### src/hw/ul_pack_defines.svh
`ifndef UL_PACK_DEFINES_SVH
`define UL_PACK_DEFINES_SVH

// antenna and sample geometry
`define UL_NUM_ANT      4
`define UL_SAMPLE_W     14
`define UL_PACKED_W     16
`define UL_WORD_W       64

// packet layout, 12 groups of 8 beats
`define UL_PKT_BEATS    96
`define UL_GROUP_BEATS  8
`define UL_NUM_GROUPS   12

// CPRI frame buffer address map
`define UL_ADDR_W       7
`define UL_DATA_BASE    7
`define UL_TAIL_BASE    91
`define UL_END_MARK     95

`endif

### src/hw/ul_pack_pkg.sv
`include "ul_pack_defines.svh"

package ul_pack_pkg;

    typedef logic [`UL_SAMPLE_W-1:0] sample_t;

    // antenna 0 in the lowest bits
    typedef sample_t [`UL_NUM_ANT-1:0] ant_samples_t;

    typedef struct packed {
        logic [3:0] ch_type;
        logic       cell_idx;
        logic [6:0] slot_idx;
        logic [3:0] sym_idx;
        logic [8:0] prb_idx;
        logic [3:0] rbg_idx;
    } pkt_hdr_t;

    typedef struct packed {
        pkt_hdr_t                                hdr;
        logic [`UL_NUM_ANT-1:0][`UL_WORD_W-1:0] power;
    } pkt_info_t;

    typedef struct packed {
        logic         vld;
        logic         sop;
        logic         eop;
        ant_samples_t samples;
    } in_beat_t;

    // one bank read travelling down the pipeline
    typedef struct packed {
        logic                  vld;
        logic                  last;
        logic [3:0]            group;
        logic [2:0]            beat;
        logic [`UL_ADDR_W-1:0] raddr;
    } rd_beat_t;

    typedef struct packed {
        logic                  wen;
        logic [`UL_ADDR_W-1:0] waddr;
        logic [`UL_WORD_W-1:0] wdata;
        logic                  wlast;
    } cpri_wr_t;

    typedef enum logic {
        SEQ_IDLE,
        SEQ_READ
    } seq_state_e;

    typedef enum logic [1:0] {
        CTRL_HDR,
        CTRL_POWER,
        CTRL_RESERVED,
        CTRL_END
    } ctrl_kind_e;

endpackage

### src/hw/ul_packet_capture.sv
`timescale 1ns/1ps
`include "ul_pack_defines.svh"

module ul_packet_capture
    import ul_pack_pkg::*;
(
    input  logic                                  clk,
    input  logic                                  rst,
    input  in_beat_t                              i_beat,
    input  pkt_hdr_t                              i_hdr,
    input  logic [`UL_NUM_ANT-1:0][`UL_WORD_W-1:0] i_power,
    output logic                                  o_wen,
    output logic [`UL_ADDR_W-1:0]                 o_waddr,
    output ant_samples_t                          o_wdata,
    output logic                                  o_commit,
    output pkt_info_t                             o_info
);

    localparam int LAST_BEAT = `UL_PKT_BEATS - 1;

    logic [`UL_ADDR_W-1:0]                 beat_cnt;
    pkt_hdr_t                              hdr_q;
    logic [`UL_NUM_ANT-1:0][`UL_WORD_W-1:0] power_q;

    // --------------------------------------------------
    // beat counter, 0 to 95 then wrap
    // --------------------------------------------------
    always_ff @(posedge clk)
    begin
        if (rst)
        begin
            beat_cnt <= '0;
        end
        else if (i_beat.vld)
        begin
            if (beat_cnt == `UL_ADDR_W'(LAST_BEAT))
                beat_cnt <= '0;
            else
                beat_cnt <= beat_cnt + `UL_ADDR_W'(1);
        end
    end

    // header and power only valid with sop
    always_ff @(posedge clk)
    begin
        if (i_beat.vld && i_beat.sop)
        begin
            hdr_q   <= i_hdr;
            power_q <= i_power;
        end
    end

    // write straight through in the input cycle
    assign o_wen    = i_beat.vld;
    assign o_waddr  = beat_cnt;
    assign o_wdata  = i_beat.samples;
    assign o_commit = i_beat.vld && i_beat.eop;
    assign o_info   = '{hdr: hdr_q, power: power_q};

    // packet framing must line up with the beat counter
    a_eop_on_last_beat: assert property (
        @(posedge clk) disable iff (rst)
        i_beat.vld |-> (i_beat.eop == (beat_cnt == `UL_ADDR_W'(LAST_BEAT)))
    );

    a_sop_on_first_beat: assert property (
        @(posedge clk) disable iff (rst)
        (i_beat.vld && i_beat.sop) |-> (beat_cnt == '0)
    );

endmodule

### config.mk
export PLATFORM = sky130hd
export DESIGN_NAME = ul_packet_capture
export DESIGN_NICKNAME = d
export VERILOG_FILES = /design/src/hw/ul_pack_pkg.sv /design/src/hw/ul_packet_capture.sv
export VERILOG_INCLUDE_DIRS = /design/src /design/src/hw
export SDC_FILE = /design/constraint.sdc
export NUM_CORES = 1
export LEC_CHECK = 0
export BUFFER_PORTS_ARGS = -buffer_cell sky130_fd_sc_hd__buf_2
export CAP_MARGIN = 40
export CORE_AREA = 2 2 271 273
export DETAILED_ROUTE_END_ITERATION = 16
export DIE_AREA = 0 0 273 275
export GPL_TIMING_DRIVEN = 0
export PLACE_DENSITY = 0.3
export SYNTH_ARGS = -nofsm -noshare
export SYNTH_HDL_FRONTEND = slang
export SYNTH_SLANG_ARGS = --single-unit
### constraint.sdc
create_clock -name clk -period 8.8 [get_ports clk]
set_input_delay 0.88 -clock clk [delete_from_list [all_inputs] [get_ports clk]]
set_output_delay 0.88 -clock clk [all_outputs]
set_load 0.02 [all_outputs]
==> impl_metrics.toml <==
[power_and_ir_drop]
p_sw_mw = 0.850
peakVddDrop_uv = 120
p_leak_nw = 6.21
p_int_mw = 2.63
switching_share = 0.245
p_comb_frac = 0.107
p_seq_frac = 0.475
cellPowerDensity_nw_per_um2 = 232
total_power_mw = 3.48
power.share.clock = 0.418

[setup_path]
worst_setup_path_start_kind = "primary input"
worstPathMaxFanout = 65
endpoint_kind = "register"
worst_ep_required_time_ns = 8.99
cp.arrival_ns = 2.43
worst-setup-path-type = "primary input to register"

[route]
dr.pass1.iters = 4
wl_per_cell_um = 16.4
via_count = 6138
drc = 0
drt_iter0_markers = 258
via_per_inst = 3.00
antenna_left = 0
totalWireLength_mm = 33.5

[clocking]
cts_max_level = 2
clkTransAtPathRegs_ns = 0.06
cts_buffers = 37
cts_buffer_depth = 3
clock-sinks = 292
cts_hold_buffers = 0
cts_root_buffer = "clkbuf_16"
post-cts-setup-buffers = 0
insertion_delay_ns = 0.53
cts_resized = 0
cts_tree = "built"

[timing]
finClkSkew_ns = 0.0113
slew_violations = 0
tightest_slew_ns = 0.697
fin_crit_sh = 0.254
fmax_mhz = 448
layout_min_cycle_time_ns = 2.23
setup_viol = 0
slew-limit-headroom = 0.535
hold_viol = 0
rsz0062_at_grt = "false"

[yosys]
yosys_most_used_dff = "edfxtp_1"
async_reset_ff_frac = 0
synth_edf_count = 285
syn_area_sq_um = 9320
syn_avg_cell_area_sq_um = 24.6
synth_top_cell_area_share = 0.918
ys.warnings.count = 0
synth_cell_types = 21
synth_area_leaders = "edfxtp_1 92%, buf_4 4.7%, dfxtp_1 1.5%"
synthTopCellsByCount = "285 x edfxtp_1, 58 x buf_4, 7 x dfxtp_1"
synth.most_common_cell = "edfxtp_1"
synth_cells = 379
syn-num-nets = 726
seq_area_frac_synth = 0.933
synth-seq-cells = 292
synth_area_leader_cell = "edfxtp_1"

[die]
core-area_sq_um = 72300
die_area_sq_um = 75100
die_h_um = 275
io_pins = 696
row_count = 99
die_w_um = 273
initial_core_util = 0.129

[global_routing]
grtUsageTotal = 0.0826
grt-ovfl-total = 0
grt_pass1_wl_mm = 44.4
grt_max_degree = 66
grt_pass1_vias = 6232
grt_antenna_before_repair = 9

[final_layout]
nets = 1408
syn2layout_area_growth_pct = 60.7
post-route-util = 0.207
layout-drive-gt1-share = 0.690
fill_cells = 7868

[placed_design]
io_buffers = 638
dp.final_hpwl_mm = 26.4
place.gp.congestion = 0.715

[flow_run]
drv_cap = 0

[hold_path]
worstHoldPathType = "primary input to register"

[status]
status = "finished clean"
## kinds of logic after synthesis
kind of cell,Yosys count,share of synthesized area
AO/OA/AOI/OAI,6,0.00470
AND/OR/NAND/NOR,14,0.00819
flip-flops,292,0.933
adder cells (fa/ha/maj),1,0.00134
multiplexers,1,0.00107
XOR/XNOR,4,0.00376
buffers and inverters,61,0.0479
## metrics by stage
stage          cells  cell area [sq um]  setup slack, ns  TNS [ns]  hold slack, ns
2_1_floorplan    379               9320            0.633         0           0.579
3_3_place_gp    1976              13700            -3.15   -887.95           0.529
3_5_place_dp    1981              13800             5.96         0           0.528
4_1_cts         2046              15000             6.56         0           0.451
5_1_grt         2046              15000             6.46         0           0.469
6_report        2047              15000             6.57         0           0.516
## path summary, 6_finish.rpt
| path | startpoint | end | cells after the start | slack (ns) |
|---|---|---|---|---|
| setup / recovery | i_beat[58] | o_info[228] | 4 | 6.57 |
| hold / removal | i_power[179] | o_info[179] | 1 | 0.52 |
| setup reg to reg | o_waddr[0] | o_waddr[1] | 4 | 7.23 |
| hold reg to reg | o_waddr[6] | o_waddr[6] | 2 | 0.53 |
## layout make-up
cell class              count  area (sq um)  share of cell area
diodes                      1          2.50            0.000167
plain buffers              58           435              0.0291
clock buffers              48           967              0.0646
clock inverters            17           160              0.0107
inverters                   3          11.3            0.000752
multi-input cells          26           180              0.0120
flip-flops and latches    292          8700               0.581
well taps                 959          1200              0.0801
repair buffers            643          3320               0.222
## critical path: stages
cell,delay (ns)
buf_4,0.15
and2_4,0.61
buf_16,0.33
buf_16,0.34
## layout by cell type (no fill, tap or decap)
cell        synthesis  layout
xnor2_1             1       1
bufinv_16           0       3
clkinvlp_4          0       1
clkinv_1            0       8
nand4_1             2       2
mux2i_1             1       1
nand2_2             1       1
o41ai_1             1       1
a21oi_1             1       1
nand3_2             1       1
a41o_1              1       1
o21ai_0             1       1
buf_4              58      58
buf_12              0       1
buf_16              0       4
o21a_1              2       2
clkbuf_16           0      37
nand2_1             1       1
inv_1               3       3
and2_1              2       1
diode_2             0       1
buf_2               0     638
nor3_1              1       1
and2_4              0       1
inv_6               0       2
clkinv_2            0       3
clkbuf_1            0      11
or4_1               1       1
edfxtp_1          285     285
xor2_1              3       3
nor2_1              5       5
dfxtp_1             7       7
ha_1                1       1
## state kept, by name, indices dropped and copies added, names as in the netlist
register and count:
o_info 285, o_waddr 7
## layer usage
metal,GRT usage,vias up,part of all wire
li1,-,2795,-
met1,0.0780,2906,0.32
met2,0.154,361,0.54
met3,0.0416,64,0.12
met4,0.0267,12,0.022
met5,0,-,0.0024
## power groups by stage
stage          Sequential [mW]  Clock (mW)  Combinational (mW)
6_report                  1.65        1.45               0.370
5_1_grt                   1.66        1.59               0.394
4_1_cts                   1.65        1.54               0.380
3_5_place_dp              1.68           0               0.380
3_3_place_gp              1.71           0               0.373
2_1_floorplan             1.82           0              0.0595
Power figures use the tool's default switching activity.
