## src/hw/ul_pack_defines.svh

```systemverilog
`ifndef UL_PACK_DEFINES_SVH
`define UL_PACK_DEFINES_SVH

// antenna and sample geometry
`define UL_NUM_ANT      4
`define UL_SAMPLE_W     14
`define UL_PACKED_W     16
`define UL_WORD_W       64

// packet layout, 12 groups of 8 beats
`define UL_PKT_BEATS    96
`define UL_GROUP_BEATS  8
`define UL_NUM_GROUPS   12

// CPRI frame buffer address map
`define UL_ADDR_W       7
`define UL_DATA_BASE    7
`define UL_TAIL_BASE    91
`define UL_END_MARK     95

`endif

```

## src/hw/ul_pack_pkg.sv

```systemverilog
`include "ul_pack_defines.svh"

package ul_pack_pkg;

    typedef logic [`UL_SAMPLE_W-1:0] sample_t;

    // antenna 0 in the lowest bits
    typedef sample_t [`UL_NUM_ANT-1:0] ant_samples_t;

    typedef struct packed {
        logic [3:0] ch_type;
        logic       cell_idx;
        logic [6:0] slot_idx;
        logic [3:0] sym_idx;
        logic [8:0] prb_idx;
        logic [3:0] rbg_idx;
    } pkt_hdr_t;

    typedef struct packed {
        pkt_hdr_t                                hdr;
        logic [`UL_NUM_ANT-1:0][`UL_WORD_W-1:0] power;
    } pkt_info_t;

    typedef struct packed {
        logic         vld;
        logic         sop;
        logic         eop;
        ant_samples_t samples;
    } in_beat_t;

    // one bank read travelling down the pipeline
    typedef struct packed {
        logic                  vld;
        logic                  last;
        logic [3:0]            group;
        logic [2:0]            beat;
        logic [`UL_ADDR_W-1:0] raddr;
    } rd_beat_t;

    typedef struct packed {
        logic                  wen;
        logic [`UL_ADDR_W-1:0] waddr;
        logic [`UL_WORD_W-1:0] wdata;
        logic                  wlast;
    } cpri_wr_t;

    typedef enum logic {
        SEQ_IDLE,
        SEQ_READ
    } seq_state_e;

    typedef enum logic [1:0] {
        CTRL_HDR,
        CTRL_POWER,
        CTRL_RESERVED,
        CTRL_END
    } ctrl_kind_e;

endpackage

```

## src/hw/ul_frame_assemble.sv

```systemverilog
`timescale 1ns/1ps
`include "ul_pack_defines.svh"

module ul_frame_assemble
    import ul_pack_pkg::*;
(
    input  logic                  clk,
    input  logic                  rst,
    input  rd_beat_t              i_beat,
    input  logic [`UL_WORD_W-1:0] i_packed,
    input  pkt_info_t             i_info,
    output cpri_wr_t              o_wr
);

    localparam int WORDS_PER_GROUP = `UL_GROUP_BEATS - 1;

    ctrl_kind_e            kind;
    logic [`UL_WORD_W-1:0] ctrl_word;
    logic [`UL_ADDR_W-1:0] ctrl_addr;
    logic [`UL_ADDR_W-1:0] data_addr;
    logic                  wen_q;
    logic                  last_q;
    logic [`UL_ADDR_W-1:0] addr_q;
    logic [`UL_WORD_W-1:0] data_q;

    // --------------------------------------------------
    // control word of each group
    // --------------------------------------------------
    always_comb
    begin
        if (i_beat.group == 4'd0)
            kind = CTRL_HDR;
        else if (i_beat.group <= 4'(`UL_NUM_ANT))
            kind = CTRL_POWER;
        else if (i_beat.group == 4'(`UL_NUM_GROUPS - 1))
            kind = CTRL_END;
        else
            kind = CTRL_RESERVED;
    end

    always_comb
    begin
        case (kind)
            CTRL_HDR:      ctrl_word = `UL_WORD_W'(i_info.hdr);
            CTRL_POWER:    ctrl_word = i_info.power[2'(i_beat.group - 4'd1)];
            CTRL_END:      ctrl_word = `UL_WORD_W'(`UL_END_MARK);
            default:       ctrl_word = '0;
        endcase
    end

    // first groups at the head slots, the rest at the tail
    assign ctrl_addr = (i_beat.group < 4'(`UL_DATA_BASE))
                     ? `UL_ADDR_W'(i_beat.group)
                     : `UL_ADDR_W'(`UL_TAIL_BASE + i_beat.group - `UL_DATA_BASE);

    assign data_addr = `UL_ADDR_W'(`UL_DATA_BASE + WORDS_PER_GROUP * i_beat.group
                                   + i_beat.beat - 1);

    // --------------------------------------------------
    // output register
    // --------------------------------------------------
    always_ff @(posedge clk)
    begin
        if (rst)
        begin
            wen_q  <= 1'b0;
            last_q <= 1'b0;
        end
        else
        begin
            wen_q  <= i_beat.vld;
            last_q <= i_beat.vld && i_beat.last;
        end
    end

    always_ff @(posedge clk)
    begin
        if (i_beat.beat == 3'd0)
        begin
            addr_q <= ctrl_addr;
            data_q <= ctrl_word;
        end
        else
        begin
            addr_q <= data_addr;
            data_q <= i_packed;
        end
    end

    assign o_wr = '{wen: wen_q, waddr: addr_q, wdata: data_q, wlast: last_q};

endmodule

```

## config.mk

```make
export PLATFORM = sky130hd
export DESIGN_NAME = ul_frame_assemble
export DESIGN_NICKNAME = d
export VERILOG_FILES = /design/src/hw/ul_pack_pkg.sv /design/src/hw/ul_frame_assemble.sv
export VERILOG_INCLUDE_DIRS = /design/src /design/src/hw
export SDC_FILE = /design/constraint.sdc
export NUM_CORES = 1
export LEC_CHECK = 0
export BUFFER_PORTS_ARGS = -buffer_cell sky130_fd_sc_hd__buf_2
export CAP_MARGIN = 20
export CORE_AREA = 10 10 164 166
export CTS_BUF_LIST = sky130_fd_sc_hd__clkbuf_16
export DETAILED_ROUTE_END_ITERATION = 16
export DIE_AREA = 0 0 174 176
export GPL_TIMING_DRIVEN = 0
export HOLD_SLACK_MARGIN = 0.06
export SYNTH_ARGS = -nofsm -noshare
export SYNTH_HDL_FRONTEND = slang
export SYNTH_SLANG_ARGS = --single-unit
```

## constraint.sdc

```tcl
create_clock -name clk -period 5.8 [get_ports clk]
set_input_delay 0.58 -clock clk [delete_from_list [all_inputs] [get_ports clk]]
set_output_delay 0.58 -clock clk [all_outputs]
set_load 0.03 [all_outputs]
```

==> impl_metrics.py <==
metrics = {
    "status": {
        "outcome": "finished clean",
    },
    "routing": {
        "drt_wl_total_mm": 25.7,
        "drt-wirelength-per-cell_um": 22.4,
        "via_per_inst": 4.49,
        "post-route-drc-count": 0,
        "first_iter_violations": 247,
        "ant_nets": 0,
        "drtPass1Iterations": 4,
        "vias": 5148,
    },
    "clocking": {
        "cts_tree": "done",
        "root_buffer": "clkbuf_16",
        "htree_levels": 3,
        "cts.repair.resized": 0,
        "clock_sinks": 73,
        "path_clk_slew_ns": 0.06,
        "hold_buffers": 0,
        "post_cts_buffers": 0,
        "numCtsBuffers": 9,
        "max-clock-path-buffers": 2,
    },
    "layout": {
        "fin_nets": 1208,
        "final_cell_mix": "buf_2, dfxtp_1, mux4_2",
        "final_common_cell": "buf_2",
        "final_cell_area_mm2": 0.00738,
        "instances_no_fill": 1146,
        "area_delta_synth_final_pct": 63.5,
        "layout-drive-gt1-share": 0.649,
        "fill_cells": 2545,
    },
    "setup_path": {
        "crit_slowest_cell": "buf_1",
        "required_ns": 6.01,
        "cp_cell_sequence": "buf_2, clkbuf_1, buf_4, buf_2, inv_1, ha_1, buf_2, buf_1, xnor2_1, fa_1, inv_1, ha_1, inv_1, fa_1, nor2b_1, o21a_1, nor4_1, or3b_2",
        "setup.worst_path.end_class": "register",
        "cpPeakStageDelay_ns": 0.51,
        "path_class": "in2reg",
        "crit_arrival_ns": 5.28,
        "crit_fanout": 10,
        "start_kind": "input port",
    },
    "grt": {
        "grt_usage": 0.160,
        "grt_overflow_total": 0,
        "grt_pass1_vias": 5959,
        "antenna_found_initial": 1,
        "grt_pass1_wl_mm": 37.1,
        "grt_max_degree": 13,
    },
    "floorplan": {
        "fp.dieH_um": 176,
        "ios": 440,
        "die_x_um": 174,
        "dieArea_mm2": 0.0306,
        "core_mm2": 0.0238,
        "initial_core_util": 0.190,
        "rows": 57,
    },
    "timing": {
        "setup_ws_ns": 0.730,
        "fin_crit_ns": 5.07,
        "worst_pin_slew_ns": 1.01,
        "timing.fmax_mhz": 197,
        "finalSetupTns_ns": 0,
        "finalHoldViolCount": 0,
        "rsz0062_at_grt": "no",
        "drv_slew": 0,
        "post-route-period-util": 0.874,
        "max_slew_margin": 0.326,
        "finalSetupViolCount": 0,
    },
    "place": {
        "portBuffers": 432,
        "hpwlAfterDp_mm": 22.1,
        "placed_cell_area_mm2": 0.00709,
        "post-place-cells": 1129,
        "place_ws_ns": 0.215,
        "place_congestion": 0.869,
    },
    "yosys": {
        "syn_area_mm2": 0.00452,
        "synth-seq-area-share": 0.324,
        "synth_top_area_share": 0.324,
        "synth.net_count": 763,
        "synth_top_area_cell": "dfxtp_1",
        "synth-seq-cells": 73,
        "yosysUniqueCellTypes": 31,
        "synthCells": 372,
        "synth-edff-count": 0,
        "synthTopCellsByArea": "dfxtp_1, mux4_2, a22o_1, ha_1, a22oi_1",
        "yosys_warnings": 0,
        "synth_ff_type": "dfxtp_1",
        "async_reset_ff_frac": 0,
        "syn_avg_cell_area_um2": 12.1,
    },
    "pwr": {
        "p_leak_nw": 3.63,
        "peakVddDrop_uv": 159,
        "power_density_mw_per_mm2": 234,
        "total_power_mw": 1.73,
    },
    "min_path": {
        "hold_depth": 2,
        "worstHoldStart": "rst",
        "min_to": "wen_q$_SDFF_PP0_",
        "hold_class": "in2reg",
    },
    "job": {
        "maxCapViolations": 0,
    },
}
==> synthesized netlist by cell type, drive strengths merged, types with 3 or more instances <==
cell type and n:
mux4 64, clkbuf 17, inv 12, fa 5, dfxtp 73, a21oi 3
nand3 6, nor2b 4, ha 19, o21ai 29, buf 20, a22oi 29
a22o 35, nand2 35, xnor2 4
==> flip-flops by register name (all words and copies together), names as in the netlist <==
register / cells
last_q: 1
addr_q: 7
wen_q: 1
data_q: 64
==> logic make-up after synthesis <==
kind of cell,synth area share
mux,0.319
compound gates,0.158
simple gates,0.0593
fa+ha+maj,0.0748
xor+xnor,0.0116
flops,0.324
buf+inv,0.0532
==> metrics by stage <==
step | hold slack, ns | utilization
finish | 0.402 | 0.310
global route | 0.399 | 0.310
CTS | 0.380 | 0.310
detailed placement | 0.750 | 0.298
global placement | 0.755 | 0.297
floorplan | 0.659 | -
==> critical path: cells and delay by family <==
kind | cells | cell delay, ns
compound gates | 1 | 0.14
xor+xnor | 1 | 0.20
fa+ha+maj | 4 | 1.36
buf+inv | 9 | 2.30
simple gates | 3 | 0.66
==> final cells by class <==
type                       count  area [um2]  area share
timing repair buffer         434        2170       0.294
clock inverter                 6        60.1     0.00813
buffer                        37         195      0.0264
multi-input combinational    250        2820       0.381
clock buffer                   9         225      0.0305
tap                          324         405      0.0549
inverter                      12        45.0     0.00610
sequential                    73        1460       0.198
antenna                        1        2.50    0.000339
==> report_power, final <==
group / internal (mW) / switching [mW] / total (mW)
sequential: 0.554 / 0.0118 / 0.566
combinational: 0.273 / 0.322 / 0.595
clock: 0.329 / 0.238 / 0.567
==> how the worst max path moves through the flow <==
stage                from                 to  slack (ns)  cells past startpoint
2_1_floorplan  i_beat[10]  addr_q[6]$_DFF_P_        1.58                     17
3_3_place_gp   i_beat[10]  addr_q[6]$_DFF_P_        0.31                     18
3_5_place_dp   i_beat[10]  addr_q[6]$_DFF_P_        0.22                     18
4_1_cts        i_beat[10]  addr_q[6]$_DFF_P_        0.56                     18
5_1_grt        i_beat[10]  addr_q[6]$_DFF_P_        0.29                     18
6_report       i_beat[10]  addr_q[6]$_DFF_P_        0.73                     18
==> metal layers <==
metal,up-vias,global-route usage,part of all wire
met1,2469,0.175,0.38
met4,2,0.0449,0.015
met2,304,0.289,0.52
met5,-,0,0.00051
li1,2353,-,-
met3,20,0.0555,0.083
Note: power is estimated with default switching activity, not from simulation.
