===== config.mk =====
export PLATFORM = sky130hd
export DESIGN_NAME = ul_read_sequencer
export DESIGN_NICKNAME = d
export VERILOG_FILES = /design/src/hw/ul_pack_pkg.sv /design/src/hw/ul_read_sequencer.sv
export VERILOG_INCLUDE_DIRS = /design/src /design/src/hw
export SDC_FILE = /design/constraint.sdc
export NUM_CORES = 1
export LEC_CHECK = 0
export ABC_AREA = 1
export BUFFER_PORTS_ARGS = -buffer_cell sky130_fd_sc_hd__buf_2
export CELL_PAD_IN_SITES_DETAIL_PLACEMENT = 0
export CELL_PAD_IN_SITES_GLOBAL_PLACEMENT = 1
export CORE_MARGIN = 3
export CORE_UTILIZATION = 31
export DETAILED_ROUTE_END_ITERATION = 10
export PLACE_DENSITY = 0.79
export SLEW_MARGIN = 20
export SYNTH_ARGS = -nofsm -noshare
export SYNTH_HDL_FRONTEND = slang
export SYNTH_SLANG_ARGS = --single-unit

===== constraint.sdc =====
create_clock -name clk -period 2.8 [get_ports clk]
set_input_delay 0.42 -clock clk [delete_from_list [all_inputs] [get_ports clk]]
set_output_delay 0.42 -clock clk [all_outputs]
set_load 0.01 [all_outputs]

===== src/hw/ul_pack_defines.svh =====
`ifndef UL_PACK_DEFINES_SVH
`define UL_PACK_DEFINES_SVH

// antenna and sample geometry
`define UL_NUM_ANT      4
`define UL_SAMPLE_W     14
`define UL_PACKED_W     16
`define UL_WORD_W       64

// packet layout, 12 groups of 8 beats
`define UL_PKT_BEATS    96
`define UL_GROUP_BEATS  8
`define UL_NUM_GROUPS   12

// CPRI frame buffer address map
`define UL_ADDR_W       7
`define UL_DATA_BASE    7
`define UL_TAIL_BASE    91
`define UL_END_MARK     95

`endif


===== src/hw/ul_pack_pkg.sv =====
`include "ul_pack_defines.svh"

package ul_pack_pkg;

    typedef logic [`UL_SAMPLE_W-1:0] sample_t;

    // antenna 0 in the lowest bits
    typedef sample_t [`UL_NUM_ANT-1:0] ant_samples_t;

    typedef struct packed {
        logic [3:0] ch_type;
        logic       cell_idx;
        logic [6:0] slot_idx;
        logic [3:0] sym_idx;
        logic [8:0] prb_idx;
        logic [3:0] rbg_idx;
    } pkt_hdr_t;

    typedef struct packed {
        pkt_hdr_t                                hdr;
        logic [`UL_NUM_ANT-1:0][`UL_WORD_W-1:0] power;
    } pkt_info_t;

    typedef struct packed {
        logic         vld;
        logic         sop;
        logic         eop;
        ant_samples_t samples;
    } in_beat_t;

    // one bank read travelling down the pipeline
    typedef struct packed {
        logic                  vld;
        logic                  last;
        logic [3:0]            group;
        logic [2:0]            beat;
        logic [`UL_ADDR_W-1:0] raddr;
    } rd_beat_t;

    typedef struct packed {
        logic                  wen;
        logic [`UL_ADDR_W-1:0] waddr;
        logic [`UL_WORD_W-1:0] wdata;
        logic                  wlast;
    } cpri_wr_t;

    typedef enum logic {
        SEQ_IDLE,
        SEQ_READ
    } seq_state_e;

    typedef enum logic [1:0] {
        CTRL_HDR,
        CTRL_POWER,
        CTRL_RESERVED,
        CTRL_END
    } ctrl_kind_e;

endpackage


===== src/hw/ul_read_sequencer.sv =====
`timescale 1ns/1ps
`include "ul_pack_defines.svh"

module ul_read_sequencer
    import ul_pack_pkg::*;
(
    input  logic                  clk,
    input  logic                  rst,
    input  logic                  i_rd_avail,
    output logic [`UL_ADDR_W-1:0] o_raddr,
    output logic                  o_release,
    output rd_beat_t              o_beat
);

    seq_state_e state;
    logic [2:0] beat_cnt;
    logic [3:0] group_cnt;
    logic       last_rd;

    assign last_rd = (state == SEQ_READ)
                  && (group_cnt == 4'(`UL_NUM_GROUPS - 1))
                  && (beat_cnt == 3'(`UL_GROUP_BEATS - 1));

    // --------------------------------------------------
    // FSM and group/beat counters
    // --------------------------------------------------
    always_ff @(posedge clk)
    begin
        if (rst)
        begin
            state     <= SEQ_IDLE;
            beat_cnt  <= '0;
            group_cnt <= '0;
        end
        else
        begin
            case (state)
                SEQ_IDLE:
                begin
                    if (i_rd_avail)
                        state <= SEQ_READ;
                end
                SEQ_READ:
                begin
                    // beat counter wraps on its own at 8
                    beat_cnt <= beat_cnt + 3'd1;
                    if (beat_cnt == 3'(`UL_GROUP_BEATS - 1))
                        group_cnt <= group_cnt + 4'd1;
                    if (last_rd)
                    begin
                        state     <= SEQ_IDLE;
                        group_cnt <= '0;
                    end
                end
                default:
                    state <= SEQ_IDLE;
            endcase
        end
    end

    // 8 beats per group, so the bank address is just group:beat
    assign o_raddr   = {group_cnt, beat_cnt};
    assign o_release = last_rd;
    assign o_beat    = '{vld:   (state == SEQ_READ),
                         last:  last_rd,
                         group: group_cnt,
                         beat:  beat_cnt,
                         raddr: {group_cnt, beat_cnt}};

    // a bank read lasts 96 cycles and ends with the release
    a_release_ends_read: assert property (
        @(posedge clk) disable iff (rst)
        $rose(state == SEQ_READ) |-> ##95 o_release
    );

endmodule


==> impl_metrics.csv, run 1 <==
group,metric,value,unit
routing,drt_wl_total,846,µm
floorplan,start_util,35.8,%
floorplan,dieArea,2130,µm²
final_layout,antenna_cells,0,
cts,clock_latency,0.25,ns
final_layout,synthToLayoutAreaGrowth,8.00,%
logic_synthesis,synth-warning-count,0,
logic_synthesis,synth_cells,62,
cts,clockBufferDepth,2,
sta,worst_pin_slew,0.377,ns
cts,path_clk_slew,0.05,ns
cts,post_cts_buffers,0,
sta,final_hold_viol_count,0,
sta,setup-tns-final,0,ns
logic_synthesis,synth_cell_types,16,
routing,wire_per_inst,9.51,µm
final_layout,layout.cells.non_filler,89,
global_routing,track_usage,9.90,%
sta,maxSlewViolCount,0,
logic_synthesis,post_synth_main_area_contributors,"dfxtp_1 32%, buf_4 24%, nor2_1 8.3%, ha_1 7.5%, nand2_1 3.8%",
sta,fin_crit_sh,73.1,%
pwr,max-vdd-ir-drop,0.178,mV
cts,htree_levels,1,
setup_path,end_kind,"output pin",
sta,fin_hold_ws,0.378,ns
cts,cts_made_buffers,3,
global_routing,grt_pass1_wl,1.42,mm
routing,drtIter0Drc,2,
sta,rsz0062_at_grt,"false",
routing,num_vias,373,
setup_path,cp.required,2.38,ns
global_routing,overflow,0,
global_routing,grt_pass1_vias,323,
flow_run,maxCapViolCount,0,
sta,fin_crit,2.05,ns
floorplan,ios,27,
sta,skew,0.00304,ns
final_layout,fin_util,38.6,%
sta,setup_violations,0,
cts,cts_root_buf,"clkbuf_4",
hold_path,worst_hold_path_type,"in2reg",
logic_synthesis,synth-seq-area-share,32.0,%
outcome,outcome,"complete, no violations",
global_routing,antenna_found_initial,0,
floorplan,die_y,46.2,µm
setup_path,start_kind,"flip-flop",
sta,clock.fmax,489,MHz
setup_path,crit_type,"reg2out",
cts,cts_tree,"yes",
cts,cts-hold-fix-buffers,0,
logic_synthesis,netlist_area,500,µm²
global_routing,grt_max_degree,10,
final_layout,fin_nets,82,
logic_synthesis,ys_ff_latch,8,
final_layout,multi_input_area,194,µm²
routing,firstDrtPassIters,2,
sta,maxSlewHeadroom,74.8,%
final_layout,ff_latch_area,160,µm²
routing,via_per_inst,4.19,
floorplan,dieWidth,46.2,µm
routing,drc_errors,0,
pwr,leakagePower,0.310,nW
setup_path,crit_arrival,1.63,ns
pwr,power,0.245,mW
floorplan,num_rows,13,
routing,drtAntennaViolNets,0,
placement,place.gp.congestion,0.669,
placement,io_buffers,26,
final_layout,fillerInstances,152,
pwr,power_density,453,nW/µm²
placement,dp.cells,86,
logic_synthesis,syn_nets,68,
logic_synthesis,yosys.area.top_type_share,32.0,%
logic_synthesis,syn_area_per_cell,8.07,µm²
cts,cts.sinks,8,
final_layout,drive_gt1_share,43.2,%
setup_path,cp_max_fo,5,
cts,cts_resized,0,
floorplan,core-area,1400,µm²
logic_synthesis,yosys.area.top_type,"dfxtp_1",
-- area by class of cell --
cell class / count / share of cell area, %
multi-input cells: 33 / 35.9
flip-flops and latches: 8 / 29.6
repair buffers: 26 / 24.1
clock buffers: 3 / 4.17
well taps: 15 / 3.47
inverters: 4 / 2.78
-- logic make-up after synthesis --
group	Yosys count	synth area share [%]
compound gates	6	6.50
xor+xnor	2	3.50
fa+ha+maj	3	7.50
buf+inv	21	29.2
flops	8	32.0
simple gates	22	21.3
-- layout by cell type, fill, tap and decap left out, drive strengths merged --
master  synthesis  final
o21ai           3      3
nand3           3      3
nand2           7      7
buf            17     26
inv             4      4
xnor2           1      1
ha              3      3
or2             1      1
a21oi           2      2
dfxtp           8      8
xor2            1      1
o21bai          1      1
nor2           11     11
clkbuf          0      3
-- Yosys cell counts (all sizes together) --
| cell | count |
|---|---|
| o21ai | 3 |
| xnor2 | 1 |
| nor2 | 11 |
| or2 | 1 |
| nand2 | 7 |
| dfxtp | 8 |
| o21bai | 1 |
| inv | 4 |
| nand3 | 3 |
| buf | 17 |
| a21oi | 2 |
| ha | 3 |
| xor2 | 1 |
-- path summary, 6_finish.rpt --
check,from,endpoint,slack (ns),cells past startpoint
max,beat_cnt[0],o_beat[14],0.75,6
min,rst,beat_cnt[0],0.38,2
max reg2reg,beat_cnt[0],group_cnt[2],1.39,6
min reg2reg,group_cnt[1],group_cnt[1],0.54,2
-- state kept, by name, summed over array words and instances (netlist names) --
| register | cells |
|---|---|
| group_cnt | 4 |
| beat_cnt | 3 |
| state | 1 |
-- stage by stage --
step | setup slack [ns] | cell area (µm²)
global placement | 1.06 | 518
detailed placement | 1.02 | 518
floorplan | 0.994 | 500
global route | 0.645 | 541
finish | 0.754 | 541
CTS | 0.728 | 541
-- report_power, final --
group          switching (mW)  internal (mW)
Clock                  0.0361         0.0488
Combinational          0.0177         0.0152
Sequential            0.00786          0.119
-- per-layer routing --
metal / vias up / part of all wire, % / GRT usage [%] / wire [µm]
li1: 205 / - / - / -
met3: 2 / 11 / 5.86 / 89
met4: 0 / 0.95 / 5.11 / 8
met1: 148 / 43 / 12.1 / 368
met2: 18 / 45 / 13.5 / 380
met5: - / 0 / 0 / 0
-- critical path, cell delays in order (launching register included) --
cell     delay, ns
dfxtp_1       0.40
ha_1          0.17
ha_1          0.24
nand3_4       0.10
or2_1         0.26
inv_1         0.08
buf_2         0.12
(Power assumes the default switching activity.)
==> run 2: changes to the inputs <==
--- a/config.mk
+++ b/config.mk
@@ -11,9 +11,9 @@
 export CELL_PAD_IN_SITES_DETAIL_PLACEMENT = 0
 export CELL_PAD_IN_SITES_GLOBAL_PLACEMENT = 1
 export CORE_MARGIN = 3
-export CORE_UTILIZATION = 31
+export CORE_UTILIZATION = 29
 export DETAILED_ROUTE_END_ITERATION = 10
-export PLACE_DENSITY = 0.79
+export PLACE_DENSITY = 0.75
 export SLEW_MARGIN = 20
 export SYNTH_ARGS = -nofsm -noshare
 export SYNTH_HDL_FRONTEND = slang
==> constraint.sdc (replaced) <==
create_clock -name clk -period 2.1 [get_ports clk]
set_input_delay 0.315 -clock clk [delete_from_list [all_inputs] [get_ports clk]]
set_output_delay 0.315 -clock clk [all_outputs]
set_load 0.01 [all_outputs]
==> impl_metrics.csv, run 2 (synthesis gave the netlist of run 1 again) <==
group,metric,value,unit
cts,clock_latency,0.24,ns
placement,place.gp.congestion,0.684,
setup_path,end_kind,"output pin",
floorplan,die_y,47.5,µm
routing,via_per_inst,4.22,
floorplan,dieArea,2260,µm²
floorplan,dieWidth,47.5,µm
outcome,outcome,"complete, no violations",
cts,cts_resized,0,
routing,drt_wl_total,840,µm
final_layout,antenna_cells,0,
cts,cts_root_buf,"clkbuf_4",
global_routing,overflow,0,
cts,post_cts_buffers,0,
final_layout,largest_register_ffs,4,
placement,hpwl,664,µm
placement,dp.cells,87,
routing,drc_errors,0,
sta,worst_pin_slew,0.358,ns
final_layout,layout_common_cells,"26 x buf_2, 11 x nor2_1, 8 x dfxtp_1, 5 x nand2_1, 4 x inv_1",
floorplan,core-area,1560,µm²
global_routing,grt_max_degree,10,
setup_path,cp.required,1.78,ns
pwr,max-vdd-ir-drop,0.211,mV
hold_path,worst_hold_path_type,"in2reg",
sta,maxSlewHeadroom,76.1,%
cts,cts.sinks,8,
cts,htree_levels,1,
placement,io_buffers,26,
setup_path,start_kind,"flip-flop",
routing,wire_per_inst,9.33,µm
final_layout,fin_nets,82,
routing,drtIter0Drc,7,
sta,setup-tns-final,0,ns
sta,rsz0062_at_grt,"false",
routing,drtAntennaViolNets,0,
final_layout,fillerInstances,171,
sta,maxSlewViolCount,0,
setup_path,crit_arrival,1.60,ns
setup_path,crit_type,"reg2out",
pwr,power_density,597,nW/µm²
cts,cts_made_buffers,3,
cts,path_clk_slew,0.05,ns
sta,clock.fmax,522,MHz
routing,num_vias,380,
sta,skew,0.00250,ns
final_layout,synthToLayoutAreaGrowth,8.25,%
cts,clockBufferDepth,2,
global_routing,grt_pass1_wl,1.28,mm
global_routing,antenna_found_initial,0,
flow_run,maxCapViolCount,0,
final_layout,final_cell_area,542,µm²
floorplan,ios,27,
global_routing,track_usage,8.52,%
floorplan,start_util,32.1,%
sta,fin_crit,1.92,ns
pwr,leakagePower,0.310,nW
placement,placed_area,519,µm²
final_layout,regMostFlops,"group_cnt",
sta,final_hold_viol_count,0,
cts,cts_tree,"yes",
final_layout,final_common_cell,"buf_2",
sta,fin_crit_sh,91.2,%
final_layout,top_regs,"group_cnt (4), beat_cnt (3), state (1)",
global_routing,grt_pass1_vias,291,
sta,setup_violations,0,
cts,cts-hold-fix-buffers,0,
floorplan,num_rows,14,
routing,firstDrtPassIters,3,
final_layout,layout.cells.non_filler,90,
setup_path,cp_max_fo,5,
final_layout,drive_gt1_share,43.2,%
[run 2: layout make-up]
cell class | count | area [µm²] | share of cell area, %
multi-input combinational | 33 | 194 | 35.8
clock buffer | 3 | 22.5 | 4.16
timing repair buffer | 26 | 130 | 24.0
sequential | 8 | 160 | 29.6
tap | 16 | 20.0 | 3.70
inverter | 4 | 15.0 | 2.77
[run 2: worst paths after layout]
check | depth (start not counted) | endpoint | slack (ns) | start
worst min-delay path | 2 | beat_cnt[0] | 0.27 | rst
worst max-delay path | 6 | o_release | 0.18 | beat_cnt[0]
worst min register to register | 2 | group_cnt[1] | 0.53 | group_cnt[1]
worst max register to register | 6 | group_cnt[3] | 0.70 | beat_cnt[0]
[run 2: per-layer routing]
metal | global-route usage (%) | part of all wire, %
met3 | 4.89 | 8.3
met5 | 0 | 0
met2 | 11.0 | 45
met1 | 10.3 | 45
met4 | 6.45 | 2.5
[run 2: worst max-delay path, stage by stage, from the launching register on]
cell	delay, ns
dfxtp_1	0.40
ha_1	0.17
ha_1	0.24
nand3_4	0.10
or2_1	0.26
inv_1	0.07
buf_2	0.12
[run 2: power by group]
part           total [mW]  switching, mW  internal [mW]
clock               0.111         0.0457         0.0649
sequential          0.169         0.0102          0.159
combinational      0.0437         0.0235         0.0202
[run 2: stage by stage]
step                util, %  setup WS, ns  power [mW]  hold WS (ns)
floorplan                 -         0.399       0.214         0.384
global placement       33.3         0.467       0.218         0.511
detailed placement     33.3         0.445       0.217         0.523
CTS                    34.8         0.156       0.331         0.264
global route           34.8        0.0361       0.354         0.257
finish                 34.8         0.184       0.324         0.272
==> run 3: changes to the inputs <==
--- a/config.mk
+++ b/config.mk
@@ -13,7 +13,9 @@
 export CORE_MARGIN = 3
 export CORE_UTILIZATION = 29
 export DETAILED_ROUTE_END_ITERATION = 10
+export HOLD_SLACK_MARGIN = 0.06
 export PLACE_DENSITY = 0.75
+export SETUP_SLACK_MARGIN = 0.3
 export SLEW_MARGIN = 20
 export SYNTH_ARGS = -nofsm -noshare
 export SYNTH_HDL_FRONTEND = slang
==> impl_metrics.csv, run 3 (synthesis gave the netlist of run 1 again) <==
group,metric,value,unit
sta,final_hold_viol_count,0,
final_layout,multi_input_area,221,µm²
setup_path,crit_type,"reg2out",
global_routing,grt_max_degree,10,
pwr,power_density,557,nW/µm²
hold_path,worstHoldPathCells,2,
routing,drtIter0Drc,8,
final_layout,fin_util,38.8,%
final_layout,drive_gt1_share,57.7,%
global_routing,antenna_found_initial,0,
hold_path,worst_hold_path_type,"in2reg",
floorplan,dieWidth,47.5,µm
sta,fin_crit_sh,81.4,%
cts,path_clk_slew,0.05,ns
setup_path,end_kind,"output pin",
cts,cts_root_buf,"clkbuf_4",
global_routing,grt_pass1_wl,1.32,mm
pwr,power,0.337,mW
final_layout,top_regs,"group_cnt (4), beat_cnt (3), state (1)",
floorplan,core-area,1560,µm²
cts,htree_levels,1,
placement,place.gp.congestion,0.684,
setup_path,start_kind,"flip-flop",
routing,num_vias,407,
routing,drt_wl_total,898,µm
setup_path,path_cells,"ha_4 > ha_4 > nand3_4 > or2_4 > inv_2 > buf_2",
global_routing,grt_pass1_vias,295,
sta,fin_crit,1.71,ns
cts,cts_made_buffers,3,
final_layout,layout_common_cells,"26 x buf_2, 11 x nor2_1, 5 x nand2_1, 5 x dfxtp_2, 4 x buf_4",
sta,maxSlewViolCount,0,
flow_run,maxCapViolCount,0,
setup_path,crit_top_cell,"ha_4",
setup_path,r2r_cells,7,
setup_path,cp_max_fo,3,
floorplan,ios,27,
final_layout,final_common_cell,"buf_2",
floorplan,num_rows,14,
routing,via_per_inst,4.33,
setup_path,r2r_slack,0.77,ns
routing,drtAntennaViolNets,0,
final_layout,regMostFlops,"group_cnt",
sta,clock.fmax,585,MHz
final_layout,fillerInstances,160,
pwr,max-vdd-ir-drop,0.238,mV
floorplan,die_y,47.5,µm
sta,maxSlewHeadroom,75.4,%
final_layout,ff_latch_area,166,µm²
cts,cts-hold-fix-buffers,0,
setup_path,r2r_start,"beat_cnt[0]",
setup_path,reg2reg_to,"group_cnt[3]",
global_routing,track_usage,8.83,%
setup_path,cpPeakStageDelay,0.35,ns
placement,io_buffers,26,
hold_path,hold_end,"group_cnt[1]",
placement,dp.cells,87,
final_layout,largest_register_ffs,4,
final_layout,synthToLayoutAreaGrowth,21.0,%
setup_path,crit_arrival,1.39,ns
sta,setup-tns-final,0,ns
routing,firstDrtPassIters,4,
final_layout,fin_nets,86,
routing,drc_errors,0,
placement,placed_area,519,µm²
setup_path,cp.required,1.78,ns
outcome,outcome,"complete, no violations",
sta,worst_pin_slew,0.369,ns
cts,clock_latency,0.25,ns
placement,hpwl,664,µm
final_layout,layout.cells.non_filler,94,
sta,rsz0062_at_grt,"false",
cts,cts_tree,"yes",
cts,clockBufferDepth,2,
global_routing,overflow,0,
setup_path,crit_slowest_cell,"dfxtp_2",
hold_path,hold_start,"rst",
final_layout,antenna_cells,0,
sta,setup_violations,0,
routing,wire_per_inst,9.55,µm
final_layout,final_cell_area,606,µm²
sta,skew,0.00175,ns
pwr,leakagePower,0.327,nW
floorplan,start_util,32.1,%
cts,cts.sinks,8,
floorplan,dieArea,2260,µm²
[run 3: cell type report]
| class | count | area share [%] |
|---|---|---|
| multi-input cells | 33 | 36.6 |
| flip-flops and latches | 8 | 27.5 |
| repair buffers | 30 | 26.4 |
| clock buffers | 3 | 3.72 |
| well taps | 16 | 3.31 |
| inverters | 4 | 2.48 |
[run 3: metrics by stage]
step           setup WS [ns]  hold WS, ns
6_report               0.391        0.264
3_5_place_dp           0.445        0.523
4_1_cts                0.307        0.258
2_1_floorplan          0.399        0.384
5_1_grt                0.305        0.251
3_3_place_gp           0.467        0.511
[run 3: layer usage]
metal  wire [µm]  global-route usage (%)
met5           0                       0
met4          21                    6.45
met3          91                    4.89
met2         394                    11.0
met1         391                    11.2
[run 3: worst max-delay path: cells and delay by family (launching register included)]
kind,cells,cell delay (ns)
AND/OR/NAND/NOR,2,0.36
flip-flops,1,0.35
adder cells (fa/ha/maj),2,0.28
buffers and inverters,2,0.16
[run 3: timing repair]
| action | CTS | global route |
|---|---|---|
| setup endpoints to repair | 2 | 2 |
| hold endpoints to repair | 0 | 0 |
| pin swaps | 0 | 1 |
| resized for setup | 6 | 5 |
| setup buffers | 1 | 3 |
[run 3: report_power, final]
part	leakage [nW]	switching, mW	internal, mW
Combinational	0.246	0.0273	0.0271
Clock	0.0138	0.0469	0.0650
Sequential	0.0674	0.0107	0.160
[run 3: worst max path at each step]
stage                      from          to  slack (ns)  cells past startpoint
global route        beat_cnt[0]  o_beat[14]        0.31                      6
global placement    beat_cnt[0]  o_beat[14]        0.47                      6
detailed placement  beat_cnt[0]   o_release        0.44                      6
floorplan           beat_cnt[0]  o_beat[14]        0.40                      6
CTS                 beat_cnt[1]   o_release        0.31                      6
finish              beat_cnt[0]   o_release        0.39                      6
